==> src/design/cpu_pkg.sv <==
`default_nettype none

package cpu_pkg;

  localparam int WORD_W     = 32;
  localparam int INSTR_W    = 16;
  localparam int MEM_ADDR_W = 18;  // Halfword address
  localparam int REG_ADDR_W = 4;
  localparam int DBG_W      = 64;

  localparam logic [REG_ADDR_W-1:0] PC_REG = 4'd15;

  typedef enum logic [3:0] {
    FETCH0,
    FETCH1,
    DECODE1,
    DECODE2,     // A read for ALU, shift and branch
    DECODE3,     // D read for port transfer
    EXEC1,
    EXEC_JUMP,
    EXEC_SHIFT,
    EXEC_PORT
  } core_state_e;

  // Top nibble of the instruction
  typedef enum logic [3:0] {
    OP_ADD   = 4'b0000,
    OP_SUB   = 4'b0001,
    OP_XOR   = 4'b0010,
    OP_AND   = 4'b0011,
    OP_ORR   = 4'b0100,
    OP_SHF   = 4'b0101,
    OP_CONST = 4'b1010,
    OP_BEQ   = 4'b1011,
    OP_BLT   = 4'b1100,
    OP_BLE   = 4'b1101,
    OP_BLTS  = 4'b1110,
    OP_EXT   = 4'b1111   // Sub-op in bits 11..8
  } opcode_e;

  typedef enum logic [7:0] {
    CMD_STATUS = 8'd0,
    CMD_HALT   = 8'd1,
    CMD_RESUME = 8'd2
  } dbg_cmd_e;

endpackage

`default_nettype wire

==> src/design/alu.sv <==
`timescale 1ns/1ps
`default_nettype none

module alu import cpu_pkg::*; (
  input  wire  [WORD_W-1:0] op_a,
  input  wire  [WORD_W-1:0] op_b,
  input  var   opcode_e     opcode,
  output logic [WORD_W-1:0] alu_result,
  output logic              branch_taken
);

  always_comb begin
    alu_result   = '0;
    branch_taken = 1'b0;

    case (opcode)
      OP_ADD: alu_result = op_a + op_b;
      OP_SUB: alu_result = op_a - op_b;
      OP_XOR: alu_result = op_a ^ op_b;
      OP_AND: alu_result = op_a & op_b;
      OP_ORR: alu_result = op_a | op_b;

      // Branch conditions, A against B
      OP_BEQ:  branch_taken = op_a == op_b;
      OP_BLT:  branch_taken = op_a < op_b;
      OP_BLE:  branch_taken = op_a <= op_b;
      OP_BLTS: branch_taken = $signed(op_a) < $signed(op_b);

      default: begin
        alu_result   = '0;  // Shift, const and ext handled in the core
        branch_taken = 1'b0;
      end
    endcase
  end

endmodule

`default_nettype wire

==> src/design/reg_file.sv <==
`timescale 1ns/1ps
`default_nettype none

module reg_file import cpu_pkg::*; (
  input  wire                   clk,
  input  wire                   rst,
  input  wire  [REG_ADDR_W-1:0] rf_addr,
  input  wire                   rf_write,
  input  wire  [WORD_W-1:0]     rf_wdata,
  output logic [WORD_W-1:0]     rf_rdata
);

  localparam int NUM_REGS = 2 ** REG_ADDR_W;

  logic [WORD_W-1:0] regs [NUM_REGS];  // Entry 15 is the PC

  always_ff @(posedge clk) begin
    if (rst) begin
      for (int i = 0; i < NUM_REGS; i++)
        regs[i] <= '0;
    end else if (rf_write) begin
      regs[rf_addr] <= rf_wdata;
    end
  end

  assign rf_rdata = regs[rf_addr];

  a_addr_known: assert property (@(posedge clk) disable iff (rst)
    rf_write |-> !$isunknown(rf_addr));

endmodule

`default_nettype wire

==> src/design/debug_ctrl.sv <==
`timescale 1ns/1ps
`default_nettype none

module debug_ctrl import cpu_pkg::*; #(
  parameter logic [7:0] DBG_ADDR = 8'd3
) (
  input  wire               clk,
  input  wire               rst,
  input  wire  [7:0]        dbg_addr,
  input  wire               dbg_start,
  input  wire  [DBG_W-1:0]  dbg_wdata,
  output logic [DBG_W-1:0]  dbg_rdata,
  output logic              dbg_available,
  output logic              dbg_accepted,
  output logic              hlt_req,
  input  wire               hlt_state
);

  typedef enum logic [1:0] {
    IDLE,
    RESPOND,
    DONE
  } dbg_state_e;

  dbg_state_e state;
  dbg_cmd_e   cmd;
  dbg_cmd_e   new_cmd;
  logic       selected;
  logic       ready;
  logic       resp_bit;

  assign selected = dbg_start && dbg_addr == DBG_ADDR;
  assign new_cmd  = dbg_cmd_e'(dbg_wdata[7:0]);

  // Halt and resume wait for the core to catch up
  always_comb begin
    case (cmd)
      CMD_STATUS: begin
        ready    = 1'b1;
        resp_bit = hlt_state;
      end
      CMD_HALT: begin
        ready    = hlt_state;
        resp_bit = 1'b1;
      end
      CMD_RESUME: begin
        ready    = !hlt_state;
        resp_bit = 1'b1;
      end
      default: begin
        ready    = 1'b1;  // Unknown command answers 0
        resp_bit = 1'b0;
      end
    endcase
  end

  always_ff @(posedge clk) begin
    if (rst) begin
      state         <= IDLE;
      dbg_accepted  <= 1'b0;
      dbg_available <= 1'b0;
      dbg_rdata     <= '0;
      hlt_req       <= 1'b1;  // Come up halted
    end else begin
      dbg_accepted  <= 1'b0;
      dbg_available <= 1'b0;

      case (state)
        IDLE: begin
          if (selected) begin
            dbg_accepted <= 1'b1;
            cmd          <= new_cmd;
            state        <= RESPOND;
            if (new_cmd == CMD_HALT)
              hlt_req <= 1'b1;
            else if (new_cmd == CMD_RESUME)
              hlt_req <= 1'b0;
          end
        end
        RESPOND: begin
          if (ready) begin
            dbg_available <= 1'b1;
            dbg_rdata     <= {{(DBG_W-1){1'b0}}, resp_bit};
            state         <= DONE;
          end
        end
        default: begin
          dbg_rdata <= '0;
          state     <= IDLE;
        end
      endcase
    end
  end

  a_acc_avail_apart: assert property (@(posedge clk) disable iff (rst)
    !(dbg_accepted && dbg_available));

endmodule

`default_nettype wire

==> src/design/core_control.sv <==
`timescale 1ns/1ps
`default_nettype none

module core_control import cpu_pkg::*; (
  input  wire                   clk,
  input  wire                   rst,

  output logic [REG_ADDR_W-1:0] rf_addr,
  output logic                  rf_write,
  output logic [WORD_W-1:0]     rf_wdata,
  input  wire  [WORD_W-1:0]     rf_rdata,

  output logic [MEM_ADDR_W-1:0] mem_addr,
  output logic                  mem_req,
  input  wire                   mem_ack,
  input  wire  [INSTR_W-1:0]    mem_rdata,

  output logic [7:0]            port_addr,
  output logic                  port_req,
  output logic [WORD_W-1:0]     port_wdata,
  input  wire                   port_ack,
  input  wire  [WORD_W-1:0]     port_rdata,

  output logic [WORD_W-1:0]     op_a,
  output logic [WORD_W-1:0]     op_b,
  output opcode_e               opcode,
  input  wire  [WORD_W-1:0]     alu_result,
  input  wire                   branch_taken,

  input  wire                   hlt_req,
  output logic                  hlt_state
);

  localparam logic [3:0] EXT_PORT = 4'b0110;  // Port transfer under OP_EXT

  core_state_e        state;
  logic [INSTR_W-1:0] instr;
  logic [WORD_W-1:0]  reg_a;
  logic [WORD_W-1:0]  shf_cnt;

  opcode_e            fetch_op;
  logic               fetch_port;
  logic               is_port;
  logic [WORD_W-1:0]  shf_amt;
  logic               shf_done;
  logic [WORD_W-1:0]  shf_next_a;
  logic [WORD_W-1:0]  shf_next_cnt;

  assign fetch_op   = opcode_e'(mem_rdata[15:12]);
  assign fetch_port = mem_rdata[11:8] == EXT_PORT;
  assign opcode     = opcode_e'(instr[15:12]);
  assign is_port    = instr[11:8] == EXT_PORT;

  assign op_a = reg_a;
  assign op_b = rf_rdata;  // B sits on the register port in EXEC1

  // Amount from B on the first step, then from the counter
  assign shf_amt      = (state == EXEC_SHIFT) ? shf_cnt : rf_rdata;
  assign shf_done     = shf_amt == '0;
  assign shf_next_a   = shf_amt[WORD_W-1] ? reg_a >> 1 : reg_a << 1;
  assign shf_next_cnt = shf_amt[WORD_W-1] ? shf_amt + 1'b1 : shf_amt - 1'b1;

  always_ff @(posedge clk) begin
    if (rst) begin
      state     <= FETCH0;
      rf_addr   <= PC_REG;
      rf_write  <= 1'b0;
      mem_req   <= 1'b0;
      port_req  <= 1'b0;
      hlt_state <= 1'b1;
    end else begin
      rf_write <= 1'b0;
      port_req <= 1'b0;

      case (state)
        FETCH0: begin
          rf_addr   <= PC_REG;
          hlt_state <= hlt_req;  // Halt only lands between instructions
          if (!hlt_req)
            state <= FETCH1;
        end

        FETCH1: begin
          mem_addr <= rf_rdata[MEM_ADDR_W:1];
          mem_req  <= 1'b1;
          rf_addr  <= PC_REG;
          rf_wdata <= rf_rdata + WORD_W'(2);
          rf_write <= 1'b1;
          state    <= DECODE1;
        end

        DECODE1: begin
          if (mem_ack) begin
            mem_req <= 1'b0;
            instr   <= mem_rdata;
            case (fetch_op)
              OP_CONST: begin
                rf_addr  <= mem_rdata[3:0];
                rf_wdata <= {{(WORD_W-8){1'b0}}, mem_rdata[11:4]};
                rf_write <= 1'b1;
                state    <= FETCH0;
              end
              OP_ADD, OP_SUB, OP_XOR, OP_AND, OP_ORR, OP_SHF,
              OP_BEQ, OP_BLT, OP_BLE, OP_BLTS: begin
                rf_addr <= mem_rdata[11:8];
                state   <= DECODE2;
              end
              OP_EXT: begin
                rf_addr <= mem_rdata[3:0];  // D carries the port address
                state   <= fetch_port ? DECODE3 : FETCH0;
              end
              default: state <= FETCH0;  // Unused opcodes are no-ops
            endcase
          end
        end

        DECODE2, DECODE3: begin
          reg_a   <= rf_rdata;
          rf_addr <= instr[7:4];
          state   <= EXEC1;
        end

        EXEC1: begin
          case (opcode)
            OP_ADD, OP_SUB, OP_XOR, OP_AND, OP_ORR: begin
              rf_addr  <= instr[3:0];
              rf_wdata <= alu_result;
              rf_write <= 1'b1;
              state    <= FETCH0;
            end
            OP_SHF: begin
              if (shf_done) begin
                rf_addr  <= instr[3:0];
                rf_wdata <= reg_a;
                rf_write <= 1'b1;
                state    <= FETCH0;
              end else begin
                reg_a   <= shf_next_a;
                shf_cnt <= shf_next_cnt;
                state   <= EXEC_SHIFT;
              end
            end
            OP_BEQ, OP_BLT, OP_BLE, OP_BLTS: begin
              rf_addr <= instr[3:0];  // Target lives in D
              state   <= branch_taken ? EXEC_JUMP : FETCH0;
            end
            OP_EXT: begin
              if (is_port) begin
                port_addr  <= reg_a[7:0];
                port_wdata <= rf_rdata;
                port_req   <= 1'b1;
                state      <= EXEC_PORT;
              end else begin
                state <= FETCH0;
              end
            end
            default: state <= FETCH0;
          endcase
        end

        EXEC_JUMP: begin
          rf_addr  <= PC_REG;
          rf_wdata <= rf_rdata;
          rf_write <= 1'b1;
          state    <= FETCH0;
        end

        EXEC_SHIFT: begin
          if (shf_done) begin
            rf_addr  <= instr[3:0];
            rf_wdata <= reg_a;
            rf_write <= 1'b1;
            state    <= FETCH0;
          end else begin
            reg_a   <= shf_next_a;
            shf_cnt <= shf_next_cnt;
          end
        end

        EXEC_PORT: begin
          if (port_ack) begin
            rf_addr  <= instr[7:4];  // Reply goes back into B
            rf_wdata <= port_rdata;
            rf_write <= 1'b1;
            state    <= FETCH0;
          end
        end

        default: state <= FETCH0;
      endcase
    end
  end

  // A fetch never starts while the debugger sees the core halted
  a_no_fetch_halted: assert property (@(posedge clk) disable iff (rst)
    $rose(mem_req) |-> !hlt_state);

  a_port_pulse: assert property (@(posedge clk) disable iff (rst)
    port_req |=> !port_req);

endmodule

`default_nettype wire

==> src/design/cpu_top.sv <==
`timescale 1ns/1ps
`default_nettype none

module cpu_top import cpu_pkg::*; #(
  parameter logic [7:0] DBG_ADDR = 8'd3
) (
  input  wire                   clk,
  input  wire                   rst,

  input  wire  [7:0]            dbg_addr,
  input  wire                   dbg_start,
  input  wire  [DBG_W-1:0]      dbg_wdata,
  output logic [DBG_W-1:0]      dbg_rdata,
  output logic                  dbg_available,
  output logic                  dbg_accepted,

  output logic [MEM_ADDR_W-1:0] mem_addr,
  output logic                  mem_req,
  input  wire                   mem_ack,
  input  wire  [INSTR_W-1:0]    mem_rdata,

  output logic [7:0]            port_addr,
  output logic                  port_req,
  output logic [WORD_W-1:0]     port_wdata,
  input  wire                   port_ack,
  input  wire  [WORD_W-1:0]     port_rdata
);

  logic [REG_ADDR_W-1:0] rf_addr;
  logic                  rf_write;
  logic [WORD_W-1:0]     rf_wdata;
  logic [WORD_W-1:0]     rf_rdata;

  logic [WORD_W-1:0]     op_a;
  logic [WORD_W-1:0]     op_b;
  opcode_e               opcode;
  logic [WORD_W-1:0]     alu_result;
  logic                  branch_taken;

  logic                  hlt_req;
  logic                  hlt_state;

  core_control u_core_control (
    .clk          (clk),
    .rst          (rst),
    .rf_addr      (rf_addr),
    .rf_write     (rf_write),
    .rf_wdata     (rf_wdata),
    .rf_rdata     (rf_rdata),
    .mem_addr     (mem_addr),
    .mem_req      (mem_req),
    .mem_ack      (mem_ack),
    .mem_rdata    (mem_rdata),
    .port_addr    (port_addr),
    .port_req     (port_req),
    .port_wdata   (port_wdata),
    .port_ack     (port_ack),
    .port_rdata   (port_rdata),
    .op_a         (op_a),
    .op_b         (op_b),
    .opcode       (opcode),
    .alu_result   (alu_result),
    .branch_taken (branch_taken),
    .hlt_req      (hlt_req),
    .hlt_state    (hlt_state)
  );

  reg_file u_reg_file (
    .clk      (clk),
    .rst      (rst),
    .rf_addr  (rf_addr),
    .rf_write (rf_write),
    .rf_wdata (rf_wdata),
    .rf_rdata (rf_rdata)
  );

  alu u_alu (
    .op_a         (op_a),
    .op_b         (op_b),
    .opcode       (opcode),
    .alu_result   (alu_result),
    .branch_taken (branch_taken)
  );

  debug_ctrl #(
    .DBG_ADDR (DBG_ADDR)
  ) u_debug_ctrl (
    .clk           (clk),
    .rst           (rst),
    .dbg_addr      (dbg_addr),
    .dbg_start     (dbg_start),
    .dbg_wdata     (dbg_wdata),
    .dbg_rdata     (dbg_rdata),
    .dbg_available (dbg_available),
    .dbg_accepted  (dbg_accepted),
    .hlt_req       (hlt_req),
    .hlt_state     (hlt_state)
  );

endmodule

`default_nettype wire

==> config.mk <==
export PLATFORM = sky130hd
export DESIGN_NAME = cpu_top
export DESIGN_NICKNAME = d
export VERILOG_FILES = /design/src/design/cpu_pkg.sv /design/src/design/alu.sv /design/src/design/reg_file.sv /design/src/design/debug_ctrl.sv /design/src/design/core_control.sv /design/src/design/cpu_top.sv
export SDC_FILE = /design/constraint.sdc
export NUM_CORES = 1
export LEC_CHECK = 0
export ABC_AREA = 1
export BUFFER_PORTS_ARGS = -buffer_cell sky130_fd_sc_hd__buf_2
export CORE_UTILIZATION = 33
export CTS_BUF_LIST = sky130_fd_sc_hd__clkbuf_16
export CTS_CLUSTER_SIZE = 16
export DETAILED_ROUTE_END_ITERATION = 6
export PLACE_DENSITY_LB_ADDON = 0.2
export SYNTH_ARGS = -nofsm -noshare
export SYNTH_HDL_FRONTEND = slang
export SYNTH_SLANG_ARGS = --single-unit
==> constraint.sdc <==
create_clock -name clk -period 7.64 [get_ports clk]
set_input_delay 0 -clock clk [delete_from_list [all_inputs] [get_ports clk]]
set_output_delay 0 -clock clk [all_outputs]
set_load 0.005 [all_outputs]
-- After elaboration in Yosys (flattened, before gate mapping)
Memories as Yosys holds them, arrays and structs flattened. A register that Yosys moved wholly into a read port is not among the register bits.
Index checks and enable logic that the tools add are counted.
- add/subtract/negate cells: 5
- $mul: 0
- divide/modulo/power cells: 0
- order comparisons: 3
- eq/ne operators: 49
- shift operators: 0
- multiplexer cells: 64
- bitwise logic cells: 8
- reductions and logical operators: 40
- operator list (operator ; number):
    32-bit 2-to-1 mux ; 12
    32-bit one-hot mux with 6 select lines ; 1
    32-bit one-hot mux with 5 select lines ; 1
    32-bit one-hot mux with 2 select lines ; 2
    64-bit one-hot mux with 2 select lines ; 1
    32-bit one-hot mux with 3 select lines ; 1
    32-bit < comparator ; 2
    64-bit 2-to-1 mux ; 1
    4-bit equality test (second input constant) ; 12
    4-bit 2-to-1 mux ; 11
    4-bit by 3-bit equality test with 1-bit output (second input constant) ; 10
    32-bit by 1-bit adder with 32-bit output (second input constant) ; 1
    32-bit by 2-bit adder with 32-bit output (second input constant) ; 1
    32-bit adder ; 1
    32-bit AND ; 1
    32-bit equality test ; 1
    32-bit <= comparator ; 1
    32-bit logical NOT ; 1
    32-bit bitwise OR ; 1
    32-bit OR reduction ; 1
    32-bit by 1-bit subtractor with 32-bit output (second input constant) ; 1
    32-bit subtractor ; 1
    32-bit XOR ; 1
    4-bit one-hot mux with 7 select lines ; 1
    other kinds (39) ; 102
- register bits: 259
- latch bits: 0
- bits in writable memories: 512
- memory bits (read-only): 0
- input port bits: 125
- output and inout port bits: 126
- word-level logic and storage cells: 189
- memories: 1
- memory list (memory ; words ; bits a word ; rd ports ; clocked after memory_dff ; wr ports ; line ; source):
    u_reg_file.regs ; 16 ; 32 ; 1 ; 1 ; 16 ; reg_file.sv:15 ; logic [WORD_W-1:0] regs [NUM_REGS];

-- Longest topological paths before layout
Gate-level depths: netlist of the first run.
- depth in word-level cells: 8
- depth in mapped cells: 30
- gate-level depth less buffers: 27

-- By module
A second synthesis of the first run with hierarchy kept.
- cells, all modules: 5570
- area, all modules: 43107.6 µm²
- modules (own cells, without submodules) (module ; times used ; cells each ; area an instance (µm²) ; seq. area each (µm²)):
    reg_file ; 1 ; 2721 ; 23729.0 ; 15374.7
    core_control ; 1 ; 1382 ; 11484.8 ; 5345.1
    alu ; 1 ; 1319 ; 6720.2 ; 0.0
    debug_ctrl ; 1 ; 148 ; 1173.6 ; 360.3

-- Worst setup path after synthesis of the first run
Ideal clock, no wire load.
- path type: reg2reg
- start point: reg u_core_control.state[1]
- end point: reg u_core_control.rf_wdata[0] (enable)
- library setup time: 595 ps
- arrival time: 6386 ps
- data required time: 7045 ps
- slack: 659 ps
- stages on the path, launching flop included: 9
- buffers on the path: 0
- clock period less this slack: 6981 ps
- path through: dfxtp_1 -> inv_1 -> nor2_1 -> inv_1 -> nor2_1 -> nor4_4 -> clkinv_1 -> nor2_1 -> a2111oi_0
- cells in the longest elaborated chain, start to end: 3
- elaborated cells between the ends (all ways): 12
- those cells by class: eq/ne: 10; reduce/logical: 2
- RTL lines (what ; line ; source):
    from (decl) ; core_control.sv:36 ; core_state_e state;
    from (signal assigned) ; core_control.sv:110 ; state <= fetch_port ? DECODE3 : FETCH0;
    from (signal assigned) ; core_control.sv:145 ; state <= branch_taken ? EXEC_JUMP : FETCH0;
    4-bit by 3-bit equality test with 1-bit output (tied with other cells) ; core_control.sv:75 ; case (state)
    3-bit inequality test (no source line) (tied with other cells) ; -- ;
    6-bit AND reduction (no source line) (*) ; -- ;
    to (signal assigned) ; core_control.sv:87 ; rf_wdata <= rf_rdata + WORD_W'(2);
    to (signal assigned) ; core_control.sv:99 ; rf_wdata <= {{(WORD_W-8){1'b0}}, mem_rdata[11:4]};
    to (signal assigned) ; core_control.sv:127 ; rf_wdata <= alu_result;
    to (decl) ; core_control.sv:10 ; output logic [WORD_W-1:0] rf_wdata,
Mark *: on every way between the ends. The rest lies on a longest branch, timed or not.
A chain may end at the register's enable or synchronous reset.

==> qor.csv, run 1 <==
metric;value;unit
run status;completed;
vias;35200;
Final Cycle Share;77.0;%
Yosys cell types;61;
Worst-path clk slew;0.06;ns
CP peak stage delay;0.68;ns
Reg area;0.0212;mm2
Final Slew Violations;0;
kind of critical path;reg -> reg;
share of cells above drive strength 1;8.79;%
I/O Buffers;131;
setup skew after layout;0.0314;ns
WP buf/inv;4;
Area Growth Syn to Fin;13.2;%
Layout Nets;5273;
router iterations before antenna repair;6;
clock tree sinks;712;
Die X;355;um
I/O Pins;251;
Worst-Margin Slew;1.34;ns
Setup crit end kind;register;
core footprint;0.124;mm2
setup_tns;0;ns
Worst EP required;8.03;ns
Final ANT Viol Nets;0;
drt drc;0;
CP Cell Sequence;inv_6 -> nand2_1 -> nand2_1 -> nand2_1 -> nand3_1 -> nand3_1 -> nand2_1 -> inv_1 -> ha_1 -> inv_1 -> nand2_1 -> o21ai_0 -> nand2_1 -> nand2_1 -> inv_1 -> o21ai_0 -> nand4_1 -> a21oi_1 -> o21ai_0 -> o21ai_0 -> nand4_1;
final number of setup-violating endpoints;0;
critical path's most frequent cell;nand2_1;
Num CTS Buffers;85;
Total Wirelength;159;mm
Hold Crit Class;in -> reg;
CP Max Fanout;103;
initial antenna violation count;7;
Peak Freq;0.170;GHz
CP startpoint kind;register;
Die Y;355;um
Starting Density;33.2;%
Multi-input gate area;0.0168;mm2
min Tclk post-route;5.88;ns
cell with the most instances after synthesis;nand2_1;
number of synthesized register bits;712;
row count;129;
1st-iter DRT viols;3796;
Avg Cell Area, Syn;8.39;um2
Synth Cell Area;0.0411;mm2
fillers;12800;
Max Root-Sink Buffers;3;
Post-synth top cells;nand2_1, nor2_1, edfxtp_1;
max_cap viols;0;
worst vdd ir;168;uV
first-pass GRT wire length;227;mm
endpoints failing hold;0;
drt wl/cell;23.7;um
CP max-delay cell;o21ai_0;
Leak;19.7;nW
largest cells by area after synthesis;edfxtp_1, nand2_1, nor2_1, nand3_1, ha_1;
CTS root buf;clkbuf_16;
top-area cell type share of the netlist area;50.5;%
vias in the first global route;32700;
number of cells produced by synthesis;4895;
H-tree depth reported by CTS;3;
CTS tree;done;
GP Congestion;0.926;
DIE AREA;0.126;mm2
cell taking the most area after synthesis;edfxtp_1;
register area share after synthesis;51.5;%
CP top delay family;compound AO/OA/AOI/OAI gates;
Overflow after GRT;0;
largest net degree at the start of global routing;163;
Post-DP HPWL;105;mm
synth warn;0;
Post-synth top flop;edfxtp_1;
crit path DAT;6.27;ns
RSZ-0062 raised after global routing;no;
cell area power density;193;mW/mm2
later-pin clock latency in the skew report;0.68;ns
total power;8.99;mW
relative slew slack;10.5;%
Tot GR Track Use;24.7;%
drt via density;5.26;
Async S/R FF share, synth;0;%
number of flops mapped to enable cells by yosys;690;
# Post-CTS Setup Buffers;0;
-- final timing paths --
path / start / end / slack (ns) / depth (start not counted)
max: register / u_core_control.rf_wdata[26] / 1.76 / 21
min: dbg_wdata[7] / u_debug_ctrl.cmd[7] / 0.04 / 2
max reg2reg: register / u_core_control.rf_wdata[26] / 1.76 / 21
min reg2reg: u_debug_ctrl.dbg_rdata[0] / u_debug_ctrl.dbg_rdata[0] / 0.52 / 1
-- power by group --
group	switching [mW]	internal, mW
logic	0.411	0.164
registers	0.0226	4.37
clock network	1.73	2.30
-- cell type report --
cell class	instances	share of cell area, %
diodes	2	0.0108
well taps	1637	4.41
flip-flops and latches	712	45.5
multi-input cells	3446	36.2
clock buffers	87	4.68
inverters	477	3.87
clock inverters	64	1.15
repair buffers	277	4.13
-- flip-flops by register name, indices dropped and copies added, names as in the netlist, 2 cells and up, named ones only --
| signal | flops |
|---|---|
| u_reg_file.regs | 512 |
| u_core_control.op_a | 32 |
| u_core_control.port_wdata | 32 |
| u_core_control.rf_wdata | 32 |
| u_core_control.shf_cnt | 32 |
| u_core_control.mem_addr | 18 |
| u_core_control.instr | 16 |
| u_core_control.port_addr | 8 |
| u_debug_ctrl.cmd | 8 |
| u_core_control.rf_addr | 4 |
| u_core_control.state | 4 |
| u_debug_ctrl.state | 2 |
-- placed cells by master, fill, tap and decap left out, drive strengths merged, types with 40 or more instances in the layout --
| master | instances |
|---|---|
| a21oi | 203 |
| buf | 219 |
| clkbuf | 87 |
| clkinv | 64 |
| conb | 63 |
| dlygate4sd3 | 58 |
| edfxtp | 690 |
| ha | 146 |
| inv | 470 |
| nand2 | 1092 |
| nand3 | 380 |
| nand4 | 42 |
| nor2 | 893 |
| o211ai | 51 |
| o21ai | 285 |
| or2 | 43 |
| xor2 | 40 |
-- layer usage --
layer | part of all wire [%] | vias to the layer above | track usage (%)
met3 | 7.7 | 210 | 3.42
li1 | - | 16400 | -
met2 | 45 | 1470 | 38.8
met5 | 0.0069 | - | 0
met4 | 3.2 | 2 | 8.70
met1 | 44 | 17200 | 34.7
-- stage by stage --
step	instances	area (um2)	worst slack (ns)	util (%)	hold WS [ns]
after floorplan	4957	41300	0.659	-	0.0989
after global placement	6491	43200	1.94	34.9	0.194
final	6702	46500	1.76	37.6	0.0431
after detailed placement	6491	43200	1.93	34.9	0.196
after CTS	6700	46500	1.93	37.6	0.00489
after global routing	6700	46500	1.46	37.6	0.0488
-- timing repair --
item	4_1_cts	5_1_grt
resized for setup	0	0
hold buffers	58	0
endpoints found under the hold margin	83	0
-- kinds of logic (layout without fill, tap and decap cells) --
kind of cell	after synthesis	after routing	synth area share, %
AND/OR/NAND/NOR	2504	2504	24.9
buffers and inverters	799	905	8.38
AO/OA/AOI/OAI	683	683	9.57
flip-flops	712	712	51.5
other	1	65	0.00913
XOR/XNOR	47	47	1.00
adder cells (fa/ha/maj)	149	149	4.60
(Power assumes the default switching activity.)
==> inputs of run 2 (changes only) <==
Clock period 7.64 ns to 5 ns, I/O delays scaled along.
==> run 2 against run 1 <==
  * Global-route usage is 0.90 points higher
  * Sequential share of layout area is 0.80 points lower
  * Clock power is 44% higher
  * Register-to-register slack worse by 1.6 ns
  * Critical path type unchanged
  * Largest cell class unchanged
==> qor.csv, run 2 (synthesis results as in run 1) <==
metric;value;unit;change
Final Cycle Share;96.6;%;+20 points
CTS root buf;clkbuf_16;;
RSZ-0062 raised after global routing;no;;
router iterations before antenna repair;6;;unchanged
I/O Pins;251;;unchanged
switching power;3.35;mW;+55%
initial antenna violation count;5;;-2
Worst Slack Setup Final;0.171;ns;-1.59 ns
Setup crit end kind;register;;
drt drc;0;;unchanged
CTS tree;done;;
drt via density;5.27;;+0.27%
final number of setup-violating endpoints;0;;unchanged
setup_tns;0;ns;unchanged
post-place setup slack;0.238;ns;-1.69 ns
Clock power frac;43.3;%;-1.5 points
Post-DP HPWL;111;mm;+5.3%
number of flip-flops in the largest register;512;;unchanged
# Post-CTS Setup Buffers;0;;unchanged
Area Growth Syn to Fin;15.3;%;
Die X;355;um;unchanged
I/O Buffers;131;;unchanged
relative slew slack;18.3;%;+7.8 points
later-pin clock latency in the skew report;0.68;ns;about the same
Final ANT Viol Nets;0;;unchanged
Cell Int Power;10.1;mW;+48%
Layout Nets;5382;;+2.1%
largest net degree at the start of global routing;82;;-50%
endpoints failing hold;0;;unchanged
CP peak stage delay;0.42;ns;-0.26 ns
Seq pwr share;49.9;%;+1.1 points
1st-iter DRT viols;4183;;+10%
most common cell after layout, fill and taps aside;nand2_1;;
most frequent cells in the layout;nand2_1, nor2_1, edfxtp_1;;
Overflow after GRT;0;;unchanged
critical path's most frequent cell;nand2_1;;
clock tree sinks;712;;unchanged
drt wl/cell;24.2;um;+2.4%
core footprint;0.124;mm2;unchanged
vias in the first global route;33900;;+3.5%
Max Root-Sink Buffers;3;;unchanged
Switching Share;24.9;%;+0.87 points
Die Y;355;um;unchanged
Largest Register;u_reg_file.regs;;
Starting Density;33.2;%;unchanged
Worst EP required;5.44;ns;-2.59 ns
kind of critical path;reg -> reg;;
CP startpoint kind;register;;
hold_sp;dbg_wdata[2];;
vias;35900;;+1.9%
DIE AREA;0.126;mm2;unchanged
Num CTS Buffers;85;;unchanged
Peak Freq;0.207;GHz;+22%
Worst-path clk slew;0.06;ns;about the same
setup skew after layout;0.0288;ns;-0.00260 ns
Final Slew Violations;0;;unchanged
Tot GR Track Use;25.6;%;+0.90 points
crit path DAT;5.27;ns;-1.00 ns
WHS;0.0514;ns;+0.00831 ns
max_cap viols;0;;unchanged
run status;completed;;
worst vdd ir;223;uV;+32%
Comb pwr share;6.8;%;+0.4 points
Hold Crit Class;in -> reg;;
GP Congestion;0.961;;+3.8%
first-pass GRT wire length;236;mm;+3.7%
CP max-delay cell;dfxtp_4;;
Leak;20.2;nW;+2.6%
cell area power density;284;mW/mm2;+47%
fillers;12700;;-1.2%
row count;129;;unchanged
Total Wirelength;165;mm;+4.0%
share of cells above drive strength 1;10.7;%;+1.9 points
H-tree depth reported by CTS;3;;unchanged
CP Max Fanout;36;;-65%
Worst-Margin Slew;1.22;ns;-0.120 ns
min Tclk post-route;4.83;ns;-1.05 ns
==> run 2: worst paths after layout <==
check,to,slack (ns),cells past startpoint
max reg2reg,u_core_control.rf_wdata[20],0.17,27
max,u_core_control.rf_wdata[20],0.17,27
min,u_debug_ctrl.cmd[2],0.05,2
min reg2reg,u_core_control.mem_req,0.51,2
==> run 2: cell type report <==
type | count | area (um2) | share of cell area [%]
Timing Repair Buffer | 386 | 2930 | 6.19
Clock buffer | 85 | 2130 | 4.49
Tap cell | 1637 | 2050 | 4.33
Multi-Input combinational cell | 3446 | 16900 | 35.6
Inverter | 477 | 1810 | 3.82
Sequential cell | 712 | 21200 | 44.7
Clock inverter | 64 | 385 | 0.814
Antenna cell | 1 | 2.50 | 0.00529
==> run 2: layer usage <==
metal / share of wire (%) / track usage [%]
met3: 8.1 / 3.79
met4: 4.1 / 10.2
met2: 45 / 40.2
met5: 0.0067 / 0
met1: 43 / 35.4
==> run 2: power groups by stage <==
stage	registers, mW	logic [mW]	clock network, mW
2_1_floorplan	6.83	0.519	0
3_3_place_gp	6.83	0.866	0
3_5_place_dp	6.83	0.867	0
4_1_cts	6.71	0.905	5.88
5_1_grt	6.72	0.995	6.08
6_report	6.71	0.918	5.82
==> run 2: metrics by stage <==
stage	utilization [%]	power [mW]	cells	instance area, um2
global route	38.3	13.8	6807	47300
CTS	38.3	13.5	6807	47300
detailed placement	35.8	7.70	6600	44200
finish	38.3	13.5	6808	47300
floorplan	-	7.35	4957	41300
global placement	35.8	7.70	6600	44200
==> run 2: worst max-delay path: cells and delay by family, from the launching register on <==
kind,cells,cell delay (ns)
adder cells (fa/ha/maj),1,0.37
AO/OA/AOI/OAI,5,1.00
AND/OR/NAND/NOR,13,1.54
flip-flops,1,0.42
buffers and inverters,8,1.23
==> run 2: repair_timing <==
item / 4_1_cts / 5_1_grt
hold endpoints to repair: 78 / 0
hold buffers: 58 / 0
resized for setup: 0 / 7
endpoints found under the setup margin: 0 / 14
